### config.mk
export PLATFORM = sky130hd
export DESIGN_NAME = icache_maint
export DESIGN_NICKNAME = d
export VERILOG_FILES = /design/src/icache_pkg.sv /design/src/icache_maint.sv
export VERILOG_INCLUDE_DIRS = /design/src
export SDC_FILE = /design/constraint.sdc
export NUM_CORES = 1
export LEC_CHECK = 0
export BUFFER_PORTS_ARGS = -buffer_cell sky130_fd_sc_hd__buf_2
export CAP_MARGIN = 10
export CORE_MARGIN = 2
export CORE_UTILIZATION = 32
export CTS_BUF_LIST = sky130_fd_sc_hd__clkbuf_16
export CTS_CLUSTER_DIAMETER = 80
export DETAILED_ROUTE_END_ITERATION = 12
export PLACE_DENSITY_LB_ADDON = 0.2
export SLEW_MARGIN = 30
export SYNTH_ARGS = -nofsm -noshare
export SYNTH_HDL_FRONTEND = slang
export SYNTH_SLANG_ARGS = --single-unit
### constraint.sdc
create_clock -name clk -period 1.47 [get_ports clk]
set_clock_uncertainty 0.05 [all_clocks]
set_input_delay 0.0735 -clock clk [delete_from_list [all_inputs] [get_ports clk]]
set_output_delay 0.0735 -clock clk [all_outputs]
set_load 0.01 [all_outputs]
### src/icache_settings.svh
`ifndef ICACHE_SETTINGS_SVH
`define ICACHE_SETTINGS_SVH

//////////////////////////////////////////////////
// Cache geometry
//////////////////////////////////////////////////

// Byte address
`define ICACHE_ADDR_WIDTH 32
// Four 32-bit words per line
`define ICACHE_LINE_WIDTH 128
`define ICACHE_NWAY 2
`define ICACHE_NSET 64
// Victim selection
`define ICACHE_LFSR_WIDTH 16

// Derived address fields
`define ICACHE_OFFSET_WIDTH ($clog2(`ICACHE_LINE_WIDTH / 8))
`define ICACHE_INDEX_WIDTH ($clog2(`ICACHE_NSET))
`define ICACHE_TAG_WIDTH (`ICACHE_ADDR_WIDTH - `ICACHE_INDEX_WIDTH - `ICACHE_OFFSET_WIDTH)

`endif

### src/icache_pkg.sv
`include "icache_settings.svh"

package icache_pkg;

    //////////////////////////////////////////////////
    // Address word
    //////////////////////////////////////////////////

    typedef struct packed {
        logic [`ICACHE_TAG_WIDTH-1:0] tag;
        logic [`ICACHE_INDEX_WIDTH-1:0] index;
        logic [`ICACHE_OFFSET_WIDTH-1:0] offset;
    } addr_fields_t;

    // Raw word for the memory side and low-bit way select
    typedef union packed {
        logic [`ICACHE_ADDR_WIDTH-1:0] raw;
        addr_fields_t f;
    } addr_u;

    //////////////////////////////////////////////////
    // Storage and request types
    //////////////////////////////////////////////////

    typedef struct packed {
        logic valid;
        logic [`ICACHE_TAG_WIDTH-1:0] tag;
    } tag_entry_t;

    typedef struct packed {
        addr_u addr;
        logic uncached;
    } rd_req_t;

    // One command per way
    typedef struct packed {
        logic en;
        logic we;
        logic [`ICACHE_INDEX_WIDTH-1:0] index;
        tag_entry_t entry;
        logic [`ICACHE_LINE_WIDTH-1:0] line;
    } way_cmd_t;

    typedef struct packed {
        tag_entry_t entry;
        logic [`ICACHE_LINE_WIDTH-1:0] line;
    } way_rd_t;

    // Tag clear request from the maintenance block
    typedef struct packed {
        logic [`ICACHE_NWAY-1:0] way_mask;
        logic [`ICACHE_INDEX_WIDTH-1:0] index;
    } tag_clear_t;

endpackage

### src/icache_maint.sv
`timescale 1ns/1ps
`include "icache_settings.svh"

module icache_maint (
    input logic clk,
    input logic rst,

    input logic inv_i,

    input logic cacop_valid_i,
    input logic [1:0] cacop_mode_i,
    input icache_pkg::addr_u cacop_addr_i,
    output logic cacop_ready_o,

    output logic clr_valid_o,
    output icache_pkg::tag_clear_t clr_o,
    input logic clr_ready_i,

    output logic maint_busy_o
);

    localparam int NWAY = `ICACHE_NWAY;
    localparam int NSET = `ICACHE_NSET;
    localparam int IDX_W = `ICACHE_INDEX_WIDTH;
    localparam int WAY_W = (NWAY > 1) ? $clog2(NWAY) : 1;

    logic sweep_q;
    logic [IDX_W-1:0] sweep_idx_q;
    logic sweep_last;

    logic cacop_all;
    logic [WAY_W-1:0] cacop_way;
    logic [NWAY-1:0] cacop_mask;

    //////////////////////////////////////////////////
    // Invalidate sweep
    //////////////////////////////////////////////////

    assign sweep_last = sweep_idx_q == IDX_W'(NSET - 1);

    // Reset starts a sweep on its own
    always_ff @(posedge clk) begin
        if (rst) begin
            sweep_q <= 1'b1;
            sweep_idx_q <= '0;
        end else if (!sweep_q) begin
            if (inv_i) begin
                sweep_q <= 1'b1;
                sweep_idx_q <= '0;
            end
        end else if (clr_ready_i) begin
            sweep_idx_q <= sweep_idx_q + 1'b1;
            if (sweep_last) begin
                sweep_q <= 1'b0;
            end
        end
    end

    assign maint_busy_o = sweep_q;

    //////////////////////////////////////////////////
    // Index maintenance
    //////////////////////////////////////////////////

    // Mode 2 hits all ways at the index
    assign cacop_all = cacop_mode_i == 2'd2;
    assign cacop_way = cacop_addr_i.raw[WAY_W-1:0];

    always_comb begin
        cacop_mask = '0;
        for (int w = 0; w < NWAY; w++) begin
            if (cacop_all || cacop_way == WAY_W'(w)) begin
                cacop_mask[w] = 1'b1;
            end
        end
    end

    // Sweep wins over a maintenance request
    always_comb begin
        if (sweep_q) begin
            clr_o.way_mask = '1;
            clr_o.index = sweep_idx_q;
        end else begin
            clr_o.way_mask = cacop_mask;
            clr_o.index = cacop_addr_i.f.index;
        end
    end

    assign clr_valid_o = sweep_q || cacop_valid_i;
    assign cacop_ready_o = !sweep_q && clr_ready_i;

endmodule

== After elaboration in Yosys (flattened, before gate mapping) ==
Index checks and enable logic that the tools add are counted.
Word-level totals
  bits of input ports: 39
  output and inout port bits: 11
  word-level logic and storage cells: 24
  bits in registers: 7
Operators by class
  eq/ne operators: 3
  $add $sub $neg: 1
  muxes and demuxes: 10
  reductions and logical operators: 7
  bitwise logic cells: 1
Operators with widths (count)
  $mux W6: 3
  $mux W8: 1
  $add A6 B1 Y6 const B: 1
  $eq A6 B6 Y1 const B: 1
  $mux W1: 6
  $logic_or A1 B1 Y1: 3
  $eq A2 B2 Y1 const B: 1
  $ne A2 B2 Y1 const B: 1
  $reduce_and A2 Y1: 1
  $reduce_bool A2 Y1: 1
  $logic_and A1 B1 Y1: 1
  $logic_not A1 Y1: 1
  $not A1 Y1: 1

== Logic depth before layout (Yosys ltp) ==
Gate-level depths: netlist (run 1).
  depth after elaboration: 4
  mapped depth: 4
  mapped depth without buffers: 4

== Worst setup path after synthesis (run 1) ==
OpenSTA, ideal clock, no wires.
  path type: register to register
  start point: register sweep_q, in the netlist maint_busy_o
  end point: register sweep_idx_q[5]
  path slack: 0.169 ns
  period minus slack after synthesis: 1.301 ns
  data required time: 1.297 ns
  path buffers: 1
  arrival time: 1.128 ns
  stages on the path, launching flop included: 5
  setup time: 0.123 ns
  cells stage by stage: dfxtp_1 buf_4 and4_1 nand4_1 mux2_1
Between the ends
  word-level cells in the longest chain between the ends: 2
  elaborated cells on any way between the ends: 4
  classes of those cells: eq/ne: 1; mux: 1; reduce/logical: 2
RTL lines
  start: declaration: RTL line icache_maint.sv:27  | logic sweep_q;
  start signal: assignment: RTL line icache_maint.sv:44  | sweep_q <= 1'b1;
  start signal: assignment: RTL line icache_maint.sv:48  | sweep_q <= 1'b1;
  start signal: assignment: RTL line icache_maint.sv:54  | sweep_q <= 1'b0;
  $ne A2 B2 Y1 (no line) / $reduce_bool A2 Y1 (equally long branches)
  $reduce_and A2 Y1 (no line)
  end signal: assignment: RTL line icache_maint.sv:52  | sweep_idx_q <= sweep_idx_q + 1'b1;
  end: declaration: RTL line icache_maint.sv:28  | logic [IDX_W-1:0] sweep_idx_q;
Parallel ways exist; a longest one is shown, timed or not.
A chain may end at the register's enable or synchronous reset.

==> results of run 1 <==
==> cells by family (layout without fill, tap and decap cells) <==
logic type / count (synthesis) / count (layout) / synth area share (%)
simple gates: 23 / 23 / 28.7
mux: 9 / 9 / 22.1
compound gates: 8 / 8 / 11.0
flops: 7 / 7 / 30.9
buf+inv: 4 / 30 / 4.42
fa+ha+maj: 1 / 1 / 2.76
==> per-stage QoR <==
| step | util (%) | hold WS, ns | std cells |
|---|---|---|---|
| floorplan | - | 0.163 | 52 |
| global placement | 44.3 | 0.307 | 89 |
| detailed placement | 44.3 | 0.307 | 89 |
| CTS | 50.5 | 0.0773 | 93 |
| global route | 50.6 | 0.0952 | 93 |
| finish | 50.6 | 0.0791 | 93 |
==> sequential cells by signal, indices dropped and copies added, names as in the netlist <==
register / cells
sweep_idx_q: 6
maint_busy_o: 1
==> final timing paths <==
path | slack [ns] | cells past startpoint | endpoint
worst max register to register | 0.22 | 3 | sweep_idx_q[5]
worst min register to register | 0.47 | 2 | sweep_idx_q[0]
worst min-delay path | 0.08 | 2 | maint_busy_o
worst max-delay path | 0.08 | 3 | clr_o[3]
==> power groups by stage <==
stage / clock (W) / sequential [W] / combinational (W)
2_1_floorplan: 0 / 0.000202 / 0.0000223
3_3_place_gp: 0 / 0.000203 / 0.0000465
3_5_place_dp: 0 / 0.000203 / 0.0000476
4_1_cts: 0.000464 / 0.000200 / 0.0000481
5_1_grt: 0.000479 / 0.000201 / 0.0000545
6_report: 0.000458 / 0.000201 / 0.0000478
==> repair_timing <==
action | CTS | global route
pin swaps | 0 | 0
setup endpoints to repair | 6 | 6
resized for setup | 1 | 1
==> critical path: cells and delay by family (launching register included) <==
family   cells  cell delay (ns)
mux          1             0.34
buf+inv      2             0.32
flops        1             0.38
==> placed cells by master (no fill, tap or decap), drive strengths merged <==
master  count
a21oi       3
a31oi       1
a32oi       1
and4        1
buf        25
clkbuf      3
dfxtp       7
ha          1
inv         2
mux2        8
mux2i       1
nand2       5
nand2b      1
nand3       1
nand3b      2
nand4       1
nor2        4
nor2b       2
nor3        1
nor3b       2
o21ai       2
o32a        1
or2         1
or3b        1
or4         1
==> metal layers <==
layer	track usage (%)	up-vias	routed length, µm	part of all wire (%)
li1	-	243	-	-
met1	15.7	189	464	46
met2	19.4	20	454	45
met3	3.04	4	74	7.3
met4	9.68	0	21	2.1
met5	0	-	0	0
==> area by class of cell <==
cell class              count  share of cell area [%]
multi-input cells          41                    43.9
clock buffers               3                    11.3
repair buffers             25                    19.7
well taps                  15                    2.81
inverters                   1                   0.563
clock inverters             1                   0.563
flip-flops and latches      7                    21.2
==> out/results.txt, run 1 <==
vias in the first global route - 439
Pwr Density - 1060 mW/mm²
DP Area - 583 µm²
Num Clock Sinks - 7
Final TNS setup - 0 ns
layout cells sized above 1 - 47.4%
Hold Path Class - primary input to register
syn_nets - 92
Post-synth EDFFs - 0
cell count after synthesis - 52
hpwl dp - 733 µm
Congestion Overflow GR - 0
Hold Fails Final Rpt - 0
Mapped Area - 453 µm²
final estimated routing congestion in global placement - 0.768
Switch Pwr - 0.000132 W
minimum clock period - 1.39 ns
dominant cell by count in the synthesized netlist - dfxtp_1
Post-CTS Repair Setup Buffers - 0
Setup crit end kind - output port
I/O pin count - 50
footprint of the multi-input gates - 293 µm²
area occupied by registers - 141 µm²
Hold-fix buffers, CTS - 0
crit path from - maint_busy_o
fillcell total - 129
Worst Path Max Fanout - 14
Syn. warnings - 0
Worst-Skew Late Latency - 0.23 ns
Comb power frac - 6.8%
sequential power share - 28.4%
first-pass GRT wire length - 1730 µm
Crit Path Class - register to output port
via count - 456
largest cells by area after synthesis - dfxtp_1 (31%), mux2_2 (15%), mux2_1 (5.0%), nand2_1 (4.1%), a21oi_1 (3.3%)
Int Power - 0.000575 W
Least-Margin Pin Slew - 0.235 ns
RSZ-0062 raised after global routing - false
CTS tree - yes
setup ws final - 0.0823 ns
top-area cell type share of the netlist area - 30.9%
Vias/cell - 4.90
Synth Flop Type - dfxtp_1
CP max stage delay - 0.38 ns
Reg-to-Reg Start - sweep_idx_q[2]
Final ANT Viol Nets - 0
H-tree depth - 1
largest net degree at the start of global routing - 15
Overall Power - 0.000707 W
DP Worst Slack - 0.213 ns
TritonCTS buffer count - 3
clock buffer depth - 2
height of the die - 41.6 µm
Clk pwr share - 64.9%
Max Slew Vio Count - 0
switching share of power - 18.6%
Achievable Freq - 721 MHz
Crit-path slowest cell - dfxtp_2
fin nets - 119
async set or reset register ratio after synthesis - 0%
fin area - 667 µm²
# rows - 13
antenna cells - 0
drt first pass iters - 3
Synth cell types - 28
Seq/Total Area, Yosys - 30.9%
Die ar. - 0.00173 mm²
drt first-iter violations - 12
CTS clk-pin slew, worst paths - 0.04 ns
crit-path cells - buf_6 > mux2_2 > buf_2
worst path required time - 1.35 ns
top post-synthesis cells by count - dfxtp_1 (7), mux2_2 (6), nand2_1 (5)
max_cap viols - 0
DRC viols - 0
peak supply drop - 0.771 mV
Initial Utilization - 34.4%
number of synthesized register bits - 7
Leak - 0.314 nW
status - complete, no violations
initial antenna violation count - 0
final setup fails - 0
CP Data Arrival Time - 1.26 ns
die span in x - 41.6 µm
Post-Route WL - 1010 µm
period utilisation layout - 94.4%
max-slew headroom at the worst pin - 84.3%
GRT Overall Usage - 12.9%
PortBufs - 24
Mean Syn Cell Area - 8.71 µm²
Hold Startpoint - inv_i
Yosys top cell by area - dfxtp_1
wire per inst - 10.9 µm
core area - 0.00132 mm²
CP startpoint kind - register
clk root buf - clkbuf_16
area growth from synthesis to layout - 47.2%
Note: power is estimated with default switching activity, not from simulation.
==> inputs of run 2 (changes only) <==
--- a/config.mk
+++ b/config.mk
@@ -13,6 +13,7 @@
 export CTS_BUF_LIST = sky130_fd_sc_hd__clkbuf_16
 export CTS_CLUSTER_DIAMETER = 80
 export DETAILED_ROUTE_END_ITERATION = 12
+export HOLD_SLACK_MARGIN = 0.08
 export PLACE_DENSITY_LB_ADDON = 0.2
 export SLEW_MARGIN = 30
 export SYNTH_ARGS = -nofsm -noshare
==> run 2 against run 1 <==
  * Die area is the same
  * Sequential power about the same
  * First-iteration DRC count up 8.3%
  * Non-clock buffer count increased by 1
  * Power up 0.32%
  * Sequential share of layout area down 0.31 points
  * Count of clock-buffer cells in the layout did not move
  * Largest power group unchanged
==> out/results.txt, run 2 (synthesis gave the netlist of run 1 again) <==
drt first-iter violations - 13
wire per inst - 10.8 µm
period utilisation layout - 94.0%
PortBufs - 24
minimum clock period - 1.38 ns
most frequent cells in the layout - buf_2 (24), mux2_2 (6), dfxtp_1 (6), nand2_1 (5), nor2_1 (4)
Max Slew Vio Count - 0
Crit Path Class - register to output port
Hold Fails Final Rpt - 0
max_cap viols - 0
Die ar. - 0.00173 mm²
antenna cells - 0
Vias/cell - 5.01
die span in x - 41.6 µm
worst path required time - 1.35 ns
core area - 0.00132 mm²
Worst Path Max Fanout - 14
final setup fails - 0
Achievable Freq - 723 MHz
clock buffer depth - 2
CTS tree - yes
Setup crit end kind - output port
hpwl dp - 733 µm
layout cells sized above 1 - 46.8%
Final TNS setup - 0 ns
# rows - 13
area occupied by registers - 141 µm²
crit-path cells - buf_6 > mux2_2 > buf_2
Most flops, register - sweep_idx_q
Congestion Overflow GR - 0
CP max stage delay - 0.38 ns
Hold Slack - 0.102 ns
H-tree depth - 1
largest net degree at the start of global routing - 15
vias in the first global route - 438
max-slew headroom at the worst pin - 84.4%
I/O pin count - 50
Worst-Skew Late Latency - 0.23 ns
footprint of the multi-input gates - 293 µm²
status - complete, no violations
Post-Route WL - 1020 µm
via count - 471
GRT Overall Usage - 12.9%
fin nets - 120
clk root buf - clkbuf_16
drt first pass iters - 4
first-pass GRT wire length - 1730 µm
DRC viols - 0
max reg flops - 6
Post-CTS Repair Setup Buffers - 0
CP startpoint kind - register
Least-Margin Pin Slew - 0.234 ns
Crit-path slowest cell - dfxtp_2
Hold Path Class - primary input to register
Leak - 0.318 nW
CP Data Arrival Time - 1.26 ns
area growth from synthesis to layout - 49.4%
Pwr Density - 1050 mW/mm²
fillcell total - 128
commonest non-fill, non-tap cell in the layout - buf_2
RSZ-0062 raised after global routing - false
Num Clock Sinks - 7
CTS clk-pin slew, worst paths - 0.04 ns
TritonCTS buffer count - 3
initial antenna violation count - 0
final estimated routing congestion in global placement - 0.768
Initial Utilization - 34.4%
height of the die - 41.6 µm
peak supply drop - 0.772 mV
Final ANT Viol Nets - 0
-- run 2: changes by cell type in the layout (fill, tap and decap cells not counted) --
cell / delta
dlygate4sd3_1: +1
-- run 2: area by class of cell --
class	instances	share of cell area [%]
Multi-Input combinational cell	41	43.3
Timing Repair Buffer	26	20.9
Tap cell	15	2.77
Inverter	1	0.555
Sequential cell	7	20.9
Clock inverter	1	0.555
Clock buffer	3	11.1
-- run 2: stage by stage --
stage	total power [W]	setup slack [ns]	util (%)	cells	instance area, µm²
2_1_floorplan	0.000224	0.169	-	52	453
6_report	0.000709	0.0875	51.4	94	677
3_5_place_dp	0.000251	0.213	44.3	89	583
3_3_place_gp	0.000250	0.215	44.3	89	583
4_1_cts	0.000715	0.00826	51.3	94	676
5_1_grt	0.000737	0.0296	51.4	94	677
-- run 2: report_power, final --
group	switching, W	internal [W]	total [W]
logic	0.0000220	0.0000279	0.0000498
registers	0.00000532	0.000195	0.000201
clock network	0.000105	0.000354	0.000459
total	0.000132	0.000577	0.000709
-- run 2: repair_timing --
item                                    in CTS  in global routing
hold buffers                                 1                  0
gates cloned                                 0                  0
resized for setup                            1                  1
endpoints found under the setup margin       6                  6
hold endpoints to repair                     1                  0
-- run 2: final timing paths --
kind	start	endpoint	slack, ns	depth (start not counted)
max	maint_busy_o	clr_o[3]	0.09	3
min	rst	sweep_idx_q[0]	0.10	2
max reg2reg	sweep_idx_q[2]	sweep_idx_q[5]	0.22	3
min reg2reg	sweep_idx_q[0]	sweep_idx_q[0]	0.47	2
-- run 2: per-layer routing --
layer,wire length (µm),track usage (%)
met5,0,0
met4,21,9.68
met3,88,3.04
met2,454,19.4
met1,451,15.7
-- run 2: worst max-delay path: cells and delay by family, from the launching register on --
family | cells | cell delay, ns
DFF | 1 | 0.38
muxes | 1 | 0.34
buffers and inverters | 2 | 0.32
