`src/icache_settings.svh`:
```
`ifndef ICACHE_SETTINGS_SVH
`define ICACHE_SETTINGS_SVH

//////////////////////////////////////////////////
// Cache geometry
//////////////////////////////////////////////////

// Byte address
`define ICACHE_ADDR_WIDTH 32
// Four 32-bit words per line
`define ICACHE_LINE_WIDTH 128
`define ICACHE_NWAY 2
`define ICACHE_NSET 64
// Victim selection
`define ICACHE_LFSR_WIDTH 16

// Derived address fields
`define ICACHE_OFFSET_WIDTH ($clog2(`ICACHE_LINE_WIDTH / 8))
`define ICACHE_INDEX_WIDTH ($clog2(`ICACHE_NSET))
`define ICACHE_TAG_WIDTH (`ICACHE_ADDR_WIDTH - `ICACHE_INDEX_WIDTH - `ICACHE_OFFSET_WIDTH)

`endif

```
`src/icache_pkg.sv`:
```
`include "icache_settings.svh"

package icache_pkg;

    //////////////////////////////////////////////////
    // Address word
    //////////////////////////////////////////////////

    typedef struct packed {
        logic [`ICACHE_TAG_WIDTH-1:0] tag;
        logic [`ICACHE_INDEX_WIDTH-1:0] index;
        logic [`ICACHE_OFFSET_WIDTH-1:0] offset;
    } addr_fields_t;

    // Raw word for the memory side and low-bit way select
    typedef union packed {
        logic [`ICACHE_ADDR_WIDTH-1:0] raw;
        addr_fields_t f;
    } addr_u;

    //////////////////////////////////////////////////
    // Storage and request types
    //////////////////////////////////////////////////

    typedef struct packed {
        logic valid;
        logic [`ICACHE_TAG_WIDTH-1:0] tag;
    } tag_entry_t;

    typedef struct packed {
        addr_u addr;
        logic uncached;
    } rd_req_t;

    // One command per way
    typedef struct packed {
        logic en;
        logic we;
        logic [`ICACHE_INDEX_WIDTH-1:0] index;
        tag_entry_t entry;
        logic [`ICACHE_LINE_WIDTH-1:0] line;
    } way_cmd_t;

    typedef struct packed {
        tag_entry_t entry;
        logic [`ICACHE_LINE_WIDTH-1:0] line;
    } way_rd_t;

    // Tag clear request from the maintenance block
    typedef struct packed {
        logic [`ICACHE_NWAY-1:0] way_mask;
        logic [`ICACHE_INDEX_WIDTH-1:0] index;
    } tag_clear_t;

endpackage

```
`src/icache_ctrl.sv`:
```
`timescale 1ns/1ps
`include "icache_settings.svh"

module icache_ctrl (
    input logic clk,
    input logic rst,

    // Read port
    input logic rd_valid_i,
    input icache_pkg::rd_req_t rd_req_i,
    output logic rd_ready_o,
    output logic rsp_valid_o,
    output logic [`ICACHE_LINE_WIDTH-1:0] rsp_data_o,

    // Refill port
    output logic mem_req_valid_o,
    output icache_pkg::addr_u mem_req_addr_o,
    input logic mem_req_ready_i,
    input logic mem_rsp_valid_i,
    input logic [`ICACHE_LINE_WIDTH-1:0] mem_rsp_data_i,

    // Tag clears
    input logic clr_valid_i,
    input icache_pkg::tag_clear_t clr_i,
    output logic clr_ready_o,
    input logic maint_busy_i,

    // Way storage
    output icache_pkg::way_cmd_t [`ICACHE_NWAY-1:0] way_cmd_o,
    input icache_pkg::way_rd_t [`ICACHE_NWAY-1:0] way_rd_i
);

    localparam int NWAY = `ICACHE_NWAY;
    localparam int LINE_W = `ICACHE_LINE_WIDTH;
    localparam int LFSR_W = `ICACHE_LFSR_WIDTH;
    localparam int WAY_W = (NWAY > 1) ? $clog2(NWAY) : 1;

    // Galois taps for x^16 + x^14 + x^13 + x^11 + 1
    localparam logic [LFSR_W-1:0] LFSR_TAPS = LFSR_W'('hb400);
    localparam logic [LFSR_W-1:0] LFSR_SEED = LFSR_W'('hace1);

    typedef enum logic [1:0] {
        ST_IDLE,
        ST_REQ,
        ST_WAIT
    } state_e;

    state_e state_q;
    state_e state_d;

    logic req_valid_q;
    icache_pkg::rd_req_t req_q;

    logic [NWAY-1:0] way_hit;
    logic hit_any;
    logic hit;
    logic miss;
    logic [LINE_W-1:0] hit_line;

    logic accept;
    logic clr_grant;
    logic refill_done;
    logic refill_write;

    logic [LFSR_W-1:0] lfsr_q;
    logic [WAY_W-1:0] victim;

    //////////////////////////////////////////////////
    // Request stage
    //////////////////////////////////////////////////

    assign rd_ready_o = state_q == ST_IDLE && !miss && !maint_busy_i && !clr_valid_i;
    assign accept = rd_valid_i && rd_ready_o;

    always_ff @(posedge clk) begin
        if (rst) begin
            req_valid_q <= 1'b0;
        end else if (accept) begin
            req_valid_q <= 1'b1;
        end else if (rsp_valid_o) begin
            req_valid_q <= 1'b0;
        end
    end

    always_ff @(posedge clk) begin
        if (accept) begin
            req_q <= rd_req_i;
        end
    end

    //////////////////////////////////////////////////
    // Hit detection
    //////////////////////////////////////////////////

    always_comb begin
        hit_line = way_rd_i[0].line;
        for (int w = 0; w < NWAY; w++) begin
            way_hit[w] = way_rd_i[w].entry.valid &&
                         way_rd_i[w].entry.tag == req_q.addr.f.tag;
            if (way_hit[w]) begin
                hit_line = way_rd_i[w].line;
            end
        end
    end

    // Way outputs only match the stage right after acceptance
    assign hit_any = |way_hit;
    assign hit = req_valid_q && state_q == ST_IDLE && !req_q.uncached && hit_any;
    assign miss = req_valid_q && state_q == ST_IDLE && !hit;

    //////////////////////////////////////////////////
    // Miss FSM
    //////////////////////////////////////////////////

    assign refill_done = state_q == ST_WAIT && mem_rsp_valid_i;
    assign refill_write = refill_done && !req_q.uncached;

    always_comb begin
        state_d = state_q;
        case (state_q)
            ST_IDLE: begin
                if (miss) begin
                    state_d = ST_REQ;
                end
            end
            ST_REQ: begin
                if (mem_req_ready_i) begin
                    state_d = ST_WAIT;
                end
            end
            ST_WAIT: begin
                if (mem_rsp_valid_i) begin
                    state_d = ST_IDLE;
                end
            end
            default: begin
                state_d = ST_IDLE;
            end
        endcase
    end

    always_ff @(posedge clk) begin
        if (rst) begin
            state_q <= ST_IDLE;
        end else begin
            state_q <= state_d;
        end
    end

    assign mem_req_valid_o = state_q == ST_REQ;

    // Line aligned refill address
    always_comb begin
        mem_req_addr_o = req_q.addr;
        mem_req_addr_o.f.offset = '0;
    end

    assign rsp_valid_o = hit || refill_done;
    assign rsp_data_o = refill_done ? mem_rsp_data_i : hit_line;

    //////////////////////////////////////////////////
    // Victim LFSR
    //////////////////////////////////////////////////

    always_ff @(posedge clk) begin
        if (rst) begin
            lfsr_q <= LFSR_SEED;
        end else if (lfsr_q[0]) begin
            lfsr_q <= (lfsr_q >> 1) ^ LFSR_TAPS;
        end else begin
            lfsr_q <= lfsr_q >> 1;
        end
    end

    assign victim = lfsr_q[WAY_W-1:0];

    //////////////////////////////////////////////////
    // Way port steering
    //////////////////////////////////////////////////

    assign clr_ready_o = state_q == ST_IDLE && !req_valid_q;
    assign clr_grant = clr_valid_i && clr_ready_o;

    // Reads, clears and refills never overlap
    always_comb begin
        for (int w = 0; w < NWAY; w++) begin
            way_cmd_o[w].en = 1'b0;
            way_cmd_o[w].we = 1'b0;
            way_cmd_o[w].index = rd_req_i.addr.f.index;
            way_cmd_o[w].entry = '0;
            way_cmd_o[w].line = '0;
            if (accept) begin
                way_cmd_o[w].en = 1'b1;
            end
            if (clr_grant && clr_i.way_mask[w]) begin
                way_cmd_o[w].en = 1'b1;
                way_cmd_o[w].we = 1'b1;
                way_cmd_o[w].index = clr_i.index;
            end
            if (refill_write && victim == WAY_W'(w)) begin
                way_cmd_o[w].en = 1'b1;
                way_cmd_o[w].we = 1'b1;
                way_cmd_o[w].index = req_q.addr.f.index;
                way_cmd_o[w].entry.valid = 1'b1;
                way_cmd_o[w].entry.tag = req_q.addr.f.tag;
                way_cmd_o[w].line = mem_rsp_data_i;
            end
        end
    end

endmodule

```
`config.mk`:
```
export PLATFORM = sky130hd
export DESIGN_NAME = icache_ctrl
export DESIGN_NICKNAME = d
export VERILOG_FILES = /design/src/icache_pkg.sv /design/src/icache_ctrl.sv
export VERILOG_INCLUDE_DIRS = /design/src
export SDC_FILE = /design/constraint.sdc
export NUM_CORES = 1
export LEC_CHECK = 0
export BUFFER_PORTS_ARGS = -buffer_cell sky130_fd_sc_hd__buf_2
export CAP_MARGIN = 20
export CORE_AREA = 2 2 370 372
export DETAILED_ROUTE_END_ITERATION = 7
export DIE_AREA = 0 0 372 374
export GPL_TIMING_DRIVEN = 0
export PLACE_DENSITY_LB_ADDON = 0.15
export SLEW_MARGIN = 10
export SYNTH_ARGS = -nofsm -noshare
export SYNTH_HDL_FRONTEND = slang
export SYNTH_SLANG_ARGS = --single-unit
export TNS_END_PERCENT = 100
```
`constraint.sdc`:
```
create_clock -name clk -period 7.2 [get_ports clk]
set_clock_uncertainty 0.2 [all_clocks]
set_input_delay 0.36 -clock clk [delete_from_list [all_inputs] [get_ports clk]]
set_output_delay 0.36 -clock clk [all_outputs]
set_load 0.01 [all_outputs]
```
Yosys cells after proc, flatten, opt, wreduce, memory -nomap -nowiden
Cells that the tools add are included.
{ "word_totals": {"reg_bits": 52, "inputBits": 478, "elab_cells": 57} }
{ "op_classes": {"bitwise": 2, "n_eq_ne": 7, "n_mux": 14, "reduce_logical": 29} }
{ "op_table": {"columns": ["operator", "count"], "rows": [
  ["$mux W159", 2],
  ["$mux W128", 2],
  ["$eq A22 B22 Y1", 2],
  ["$logic_and A1 B1 Y1", 18],
  ["$mux W16", 1],
  ["$mux W8", 2],
  ["$logic_not A1 Y1", 6],
  ["$mux W2", 3],
  ["$pmux W2 S3", 1],
  ["$ne A2 B2 Y1 const B", 2],
  ["$not A3 Y4", 1],
  ["$mux W1", 3],
  ["$reduce_and A3 Y1", 1],
  ["$eq A2 B1 Y1 const B", 1],
  ["$eq A2 B2 Y1 const B", 1],
  ["$logic_not A2 Y1", 1],
  ["$ne A2 B1 Y1 const B", 1],
  ["$reduce_bool A2 Y1", 1],
  ["$reduce_or A2 Y1", 1],
  ["$logic_or A1 B1 Y1", 1],
  ["$not A1 Y1", 1]
]} }

Longest topological paths before layout
Gate-level depths: netlist (run 1).
{ "depth": {"word_depth": 14, "depth_mapped": 8, "ltp_nobuf": 7} }

Worst setup path after synthesis (run 1)
No wires, ideal clock.
{ "synth_path": {"kind": "flip-flop to flip-flop", "from": "reg req_q (netlist bit mem_req_addr_o[15])", "to": "reg req_q (netlist bit mem_req_addr_o[10]), enable pin", "setup_slack_ns": 4.613, "arrival_ns": 2.003, "period_less_slack_ns": 2.587, "n_path_buf": 0, "setup_ns": 0.384, "path_stages_with_launch": 7, "cell_sequence": "edfxtp_1 -> xnor2_1 -> nand4_1 -> nor4_1 -> a22o_1 -> o21ai_0 -> inv_1"} }
{ "synth_between": {"elab_chain_len": 11, "word_cells_on_any_way": 13} }
{ "synth_lines": {"columns": ["element", "line_no", "source"], "rows": [
  ["start: declaration", "icache_ctrl.sv:52", "icache_pkg::rd_req_t req_q;"],
  ["start signal: assignment", "icache_ctrl.sv:87", "req_q <= rd_req_i;"],
  ["$eq A22 B22 Y1", "icache_ctrl.sv:99", "way_rd_i[w].entry.tag == req_q.addr.f.tag;"],
  ["$logic_and A1 B1 Y1", "icache_ctrl.sv:98", "way_hit[w] = way_rd_i[w].entry.valid &&"],
  ["$reduce_or A2 Y1 *", "icache_ctrl.sv:107", "assign hit_any = |way_hit;"],
  ["$logic_and A1 B1 Y1 *", "icache_ctrl.sv:108", "assign hit = req_valid_q && state_q == ST_IDLE && !req_q.uncached && hit_any;"],
  ["$logic_not A1 Y1 *", "icache_ctrl.sv:109", "assign miss = req_valid_q && state_q == ST_IDLE && !hit;"],
  ["$logic_and A1 B1 Y1 *", "icache_ctrl.sv:109", null],
  ["$logic_not A1 Y1 *", "icache_ctrl.sv:72", "assign rd_ready_o = state_q == ST_IDLE && !miss && !maint_busy_i && !clr_valid_i;"],
  ["$logic_and A1 B1 Y1 * (3 in a row)", "icache_ctrl.sv:72", null],
  ["$logic_and A1 B1 Y1 *", "icache_ctrl.sv:73", "assign accept = rd_valid_i && rd_ready_o;"],
  ["named net accept", "icache_ctrl.sv:60", "logic accept;"]
]} }
Mark *: on every way through the listed nets, which the timed path passes. The rest lies on a longest branch.
A chain may end at the register's enable or synchronous reset.

Worst setup path in the final report (run 1)
{ "layout_path": {"from": "reg req_q (netlist bit mem_req_addr_o[22])", "to": "out rsp_data_o[13]"} }
{ "layout_between": {"elab_chain_len": 4} }
{ "layout_lines": {"columns": ["element", "line_no", "source"], "rows": [
  ["$eq A22 B22 Y1", "icache_ctrl.sv:99", null],
  ["$logic_and A1 B1 Y1", "icache_ctrl.sv:98", null],
  ["$mux W128", "icache_ctrl.sv:100", "if (way_hit[w]) begin"],
  ["$mux W128", "icache_ctrl.sv:159", "assign rsp_data_o = refill_done ? mem_rsp_data_i : hit_line;"],
  ["end: declaration", "icache_ctrl.sv:13", "output logic [`ICACHE_LINE_WIDTH-1:0] rsp_data_o,"]
]} }
No other way between the ends.

==> results_dict.tcl, run 1 <==
set metrics [dict create \
    cts.clk_slew.worst_paths_ns 0.09 \
    worst_pin_slew_ns 1.09 \
    yosysWarnings 0 \
    final-hold-violation-count 0 \
    start_util 0.0537 \
    r2r-start "mem_req_addr_o[22]" \
    grt_use_met2 0.202 \
    path_cells "xnor2_1 -> nand4_1 -> nor4_1 -> nand2_1 -> buf_2 -> mux2i_1 -> a21oi_1 -> buf_2" \
    r2r_cells 7 \
    ir_worst_vdd_v 0.0000921 \
    nets 2474 \
    area.growth.synth_to_final_pct 103 \
    cts.path.max_buffers 2 \
    maxCapViolCount 0 \
    finalSetupTns_ns 0 \
    firstDrtPassIters 5 \
    cts_tree "built" \
    internal_power_mw 0.702 \
    rows 135 \
    die_w_um 372 \
    crit_arrival_ns 4.15 \
    vias_per_cell 3.06 \
    comb_power_share 0.437 \
    ys_seq_area_frac 0.173 \
    syn_avg_cell_area_sq_um 7.15 \
    layout_common_cells "buf_2, and2_1, and3_1" \
    grt_pass1_wl_um 109000 \
    vias 11600 \
    drv_slew 0 \
    clk_latency_ns 0.32 \
    fill_cells 16000 \
    crit_type "reg2out" \
    critical-path-max-stage-delay_ns 0.92 \
    crit_fanout 10 \
    rr_endpoint "mem_req_addr_o[30]" \
    max_slew_margin 0.251 \
    status "finished clean" \
    wl_per_cell_um 23.0 \
    startpoint_type "register" \
    dp_hpwl_um 78000 \
    crit_top_cell "buf_2" \
    grt_overflow 0 \
    min_to "mem_req_addr_o[10]" \
    clockRootBuffer "clkbuf_16" \
    port_buffers 951 \
    ant_nets 0 \
    timing.fmax_mhz 212 \
    hp-class "in2reg" \
    dp_cells 3756 \
    synth_cell_types 33 \
    htree_num_levels 2 \
    die_y_um 374 \
    dieArea_sq_mm 0.139 \
    endpoint_kind "output port" \
    p_leak_nw 8.79 \
    drtIter0Drc 552 \
    routed_wl_um 87200 \
    core_sq_mm 0.135 \
    setup_violations 0 \
    rrSetupSlack_ns 4.02 \
    power.share.switching 0.380 \
    gp_congestion 0.844 \
    grt_max_degree 24 \
    min_path_cells 1 \
    drc 0 \
    design_area_sq_mm 0.0147 \
    met1_usage 0.143 \
    cts_num_sinks 48 \
    grt-busiest-layer "met2" \
    synth_top_area_share 0.193 \
    multi_input_area_sq_mm 0.00530 \
    use_met3 0.0352 \
    utilization 0.109 \
    hold_start "rd_req_i[11]" \
    grt_pass1_vias 11500 \
    syn_area_sq_mm 0.00725 \
    io_pins 960 \
    yosys_register_bits 48 \
    cp_slowest_cell "mux2i_1" \
    powerDensity_mw_per_mm2 76.9 \
    grtUsageTotal 0.117 \
    finalCritPeriodShare 0.654 \
    holdBufCountCts 13 \
    p_switching_mw 0.430 \
    regArea_sq_mm 0.00125 \
    drive_above_1_share 0.520 \
    placed_cell_area_sq_mm 0.0144 \
    synth_cells 1014 \
    min_period_ns 4.71 \
    pwr-share-clk 0.281 \
    rsz0062_at_grt "no" \
    antenna_found_initial 39 \
    cts_setup_buffers 0 \
    final_cells 3789 \
    p_total_mw 1.13 \
    final_common_cell "buf_2" \
    ctsResizeCount 0 \
    crit_required_ns 6.64 \
    yosysTopAreaCell "mux2i_1" \
    cts_made_buffers 5 \
    sequentialPowerShare 0.282 \
    synthTopCellsByArea "mux2i_1, and2_1, and3_1, edfxtp_1, a21oi_1" \
]
[worst max path at each step]
stage,start,to,slack (ns),cells after the start
4_1_cts,mem_req_addr_o[22],rsp_data_o[8],2.14,8
5_1_grt,mem_req_addr_o[25],rsp_data_o[13],2.19,8
6_report,mem_req_addr_o[22],rsp_data_o[13],2.49,8
3_3_place_gp,state_q[1],way_cmd_o[288],2.02,6
2_1_floorplan,mem_req_addr_o[15],mem_req_addr_o[10],4.61,6
3_5_place_dp,mem_req_addr_o[22],rsp_data_o[8],2.52,8
[cell usage after synthesis (all sizes together)]
library cell,count
a21o,1
a21oi,129
a22o,1
a22oi,1
a41oi,1
and2,150
and3,150
buf,57
clkbuf,69
conb,1
dfxtp,19
edfxtp,29
inv,5
mux2i,140
nand2,21
nand3,9
nand4,10
nor2,135
nor2b,7
nor3,4
nor3b,1
nor4,2
o211ai,1
o21ai,15
or2,6
or3,2
or4,1
xnor2,47
[state kept, by name (all words and copies together), names as in the netlist]
register and flops:
mem_req_addr_o 28, lfsr_q 16, state_q 2, req_q 1, req_valid_q 1
[stage by stage]
stage          hold slack, ns  worst slack (ns)
6_report               0.0233              2.49
5_1_grt               0.00979              2.19
4_1_cts               0.00370              2.14
3_5_place_dp            0.195              2.52
3_3_place_gp            0.194              2.02
2_1_floorplan           0.189              4.61
[critical path: cells and delay by family (launching register included)]
kind | cells | cell delay, ns
AO/OA/AOI/OAI | 1 | 0.19
XOR/XNOR | 1 | 0.23
buffers and inverters | 2 | 0.69
flip-flops | 1 | 0.57
multiplexers | 1 | 0.92
AND/OR/NAND/NOR | 3 | 1.18
[metal layers]
| layer | vias to the layer above | wire [um] |
|---|---|---|
| li1 | 5430 | - |
| met2 | 611 | 41600 |
| met5 | - | 139 |
| met4 | 24 | 1500 |
| met1 | 5454 | 35900 |
| met3 | 58 | 8030 |
[power groups by stage]
stage / registers (mW) / clock network (mW) / logic (mW)
3_3_place_gp: 0.327 / 0 / 0.496
5_1_grt: 0.321 / 0.342 / 0.534
2_1_floorplan: 0.318 / 0 / 0.159
3_5_place_dp: 0.326 / 0 / 0.496
6_report: 0.319 / 0.318 / 0.494
4_1_cts: 0.320 / 0.341 / 0.505
[cell families (layout without fill, tap and decap cells)]
group,after synthesis,in the layout,synth area share
muxes,140,140,0.193
and+or+nand+nor,498,498,0.374
DFF,48,48,0.173
AOI/OAI and AO/OA,149,149,0.105
other,1,15,0.000517
buffers and inverters,131,1111,0.0975
xor gates and xnor gates,47,47,0.0568
[layout make-up]
cell class	count	share of cell area
Sequential cell	48	0.0851
Clock inverter	2	0.00264
Timing Repair Buffer	972	0.340
Tap cell	1781	0.152
Inverter	5	0.00128
Multi-Input combinational cell	838	0.361
Buffer	126	0.0471
Antenna cell	11	0.00187
Clock buffer	6	0.0102
(Power assumes the default switching activity.)
==> run 2: changes to the inputs <==
Settings changed: ABC_AREA from default to 1, CORE_AREA 2 2 370 372 to 2 2 377 379, DIE_AREA 0 0 372 374 to 0 0 379 381.
Clock period 7.2 ns to 4.8 ns, I/O delays scaled along.
==> run 2 against run 1 <==
- cell count grew 11%
- total power increased by 49%
- setup slack lost 1.7 ns
- die area is 3.8% higher
- worst hold slack improved by 0.020 ns
- count of clock-buffer cells in the layout unchanged
- critical path depth is 4 higher
- via count is 11% higher
- first-iteration DRC count grew 33%
- synthesized cell count rose by 30%
- cell area is 6.4% higher
- register-to-register slack worse by 2.4 ns
- critical path type unchanged
- critical endpoint is now rsp_data_o[12]
==> results_dict.tcl, run 2 <==
set metrics [dict create \
    ys.flop_type "edfxtp_1" \
    vias_per_cell 3.06 \
    clk_latency_ns 0.31 \
    min_period_ns 4.00 \
    grt_max_degree 23 \
    grtUsageTotal 0.130 \
    crit_type "reg2out" \
    path_cells "inv_2 -> nand2_1 -> o21ai_1 -> nor2_1 -> nand2_1 -> nor2_1 -> nand3_2 -> buf_2 -> buf_1 -> nand2_1 -> a22oi_2 -> buf_2" \
    crit_required_ns 4.36 \
    syn_avg_cell_area_sq_um 6.08 \
    crit_arrival_ns 3.56 \
    area.growth.synth_to_final_pct 95.9 \
    synthTopCellsByCount "nor2_1, nand2_1, inv_1" \
    yosysWarnings 0 \
    grt_pass1_wl_um 125000 \
    drc 0 \
    synth_top_area_share 0.160 \
    synthTopCellsByArea "nor2_1, a22oi_2, nand2_1, a21oi_2, edfxtp_1" \
    layout_common_cells "buf_2, nor2_1, nand2_1" \
    startpoint_type "register" \
    gp_congestion 0.873 \
    htree_num_levels 2 \
    vias 12900 \
    crit_start "mem_req_addr_o[25]" \
    maxCapViolCount 0 \
    syn_area_sq_mm 0.00799 \
    ir_worst_vdd_v 0.000119 \
    crit_top_cell "nand2_1" \
    hold_start "rd_req_i[6]" \
    p_total_mw 1.68 \
    dieArea_sq_mm 0.144 \
    rsz0062_at_grt "no" \
    powerDensity_mw_per_mm2 108 \
    cts.path.max_buffers 2 \
    finalSetupTns_ns 0 \
    dp_hpwl_um 88900 \
    nets 2783 \
    die_w_um 379 \
    ctsResizeCount 0 \
    routed_wl_um 99600 \
    rrSetupSlack_ns 1.62 \
    io_pins 960 \
    wl_per_cell_um 23.7 \
    async_reset_ff_frac 0 \
    synth_enable_flop_cells 29 \
    port_buffers 950 \
    cts_num_sinks 48 \
    fill_cells 17000 \
    yosysTopAreaCell "nor2_1" \
    cts_setup_buffers 0 \
    antenna_found_initial 36 \
    synth_cell_types 25 \
    drv_slew 0 \
    grt_overflow 0 \
    synth_cells 1314 \
    setup_violations 0 \
    drive_above_1_share 0.545 \
    timing.fmax_mhz 250 \
    r2r_cells 13 \
    yosysMostFrequentCell "nor2_1" \
    drtIter0Drc 732 \
    cts.clk_slew.worst_paths_ns 0.08 \
    cts_made_buffers 5 \
    die_y_um 381 \
    critical-path-max-stage-delay_ns 0.64 \
    finalCritPeriodShare 0.833 \
    yosys_register_bits 48 \
    worst_pin_slew_ns 1.07 \
    final_common_cell "buf_2" \
    status "finished clean" \
    crit_fanout 10 \
    clockRootBuffer "clkbuf_16" \
    cp_slowest_cell "buf_1" \
    min_path_cells 1 \
    start_util 0.0568 \
    endpoint_kind "output port" \
    ant_nets 0 \
    cts_tree "built" \
    max_slew_margin 0.288 \
    firstDrtPassIters 5 \
    rows 138 \
    ys_seq_area_frac 0.157 \
    grt_pass1_vias 12900 \
    r2r-start "mem_req_addr_o[25]" \
    p_leak_nw 8.92 \
    largest_reg_flops 28 \
    core_sq_mm 0.141 \
    final-hold-violation-count 0 \
    hp-class "in2reg" \
]
-- run 2: cell types whose count changed after synthesis, moves of 100 or more --
cell / previous run / this run
mux2i_1: 140 / 0
and3_1: 150 / 0
and2_1: 150 / 0
nand2_1: 21 / 255
a21oi_2: 0 / 100
inv_1: 2 / 196
nor2_1: 135 / 341
a22oi_2: 0 / 100
-- run 2: path summary, 6_finish.rpt --
check	end
max	rsp_data_o[12]
min	mem_req_addr_o[5]
max reg2reg	mem_req_addr_o[21]
min reg2reg	lfsr_q[3]
-- run 2: cells by family after synthesis --
family | share of synthesized area
and+or+nand+nor | 0.294
buffers and inverters | 0.202
AOI/OAI and AO/OA | 0.341
DFF | 0.157
xor gates and xnor gates | 0.00548
other | 0.000469
-- run 2: power breakdown --
| part | leakage (nW) | internal (mW) | total (mW) | switching, mW |
|---|---|---|---|---|
| clock | 0.0692 | 0.209 | 0.397 | 0.189 |
| combinational | 8.43 | 0.321 | 0.816 | 0.495 |
| sequential | 0.423 | 0.456 | 0.470 | 0.0138 |
| total | 8.92 | 0.985 | 1.68 | 0.698 |
-- run 2: routing by layer --
layer,track usage,share of wire
met1,0.160,0.41
met2,0.228,0.49
met5,0,0.00051
met4,0.0129,0.010
met3,0.0401,0.096
-- run 2: final cells by class --
class / instances / area, sq um / share of cell area
buffer: 126 / 827 / 0.0528
clock inverter: 2 / 15.0 / 0.000959
clock buffer: 6 / 139 / 0.00887
sequential: 48 / 1250 / 0.0799
multi-input combinational: 930 / 5130 / 0.328
antenna: 14 / 35.0 / 0.00224
inverter: 213 / 800 / 0.0511
tap: 1890 / 2360 / 0.151
timing repair buffer: 981 / 5090 / 0.325
-- run 2: worst max-delay path, delay by kind of cell, from the launching register on --
family	cells	cell delay, ns
buf+inv	4	1.60
simple gates	6	0.56
compound gates	2	0.48
flops	1	0.56
-- run 2: what timing repair did --
item | CTS | global route
setup endpoints to repair | 0 | 0
hold buffers | 28 | 0
hold endpoints to repair | 28 | 0
-- run 2: per-stage QoR --
step / cells / utilization / area (sq um) / setup slack, ns / hold slack (ns)
floorplan: 1317 / - / 8000 / 2.38 / 0.139
global placement: 4157 / 0.108 / 15100 / 0.147 / 0.192
detailed placement: 4160 / 0.108 / 15200 / 0.869 / 0.193
CTS: 4196 / 0.111 / 15600 / 0.496 / 0.0256
global route: 4196 / 0.111 / 15600 / 0.490 / 0.0562
finish: 4210 / 0.111 / 15700 / 0.803 / 0.0435
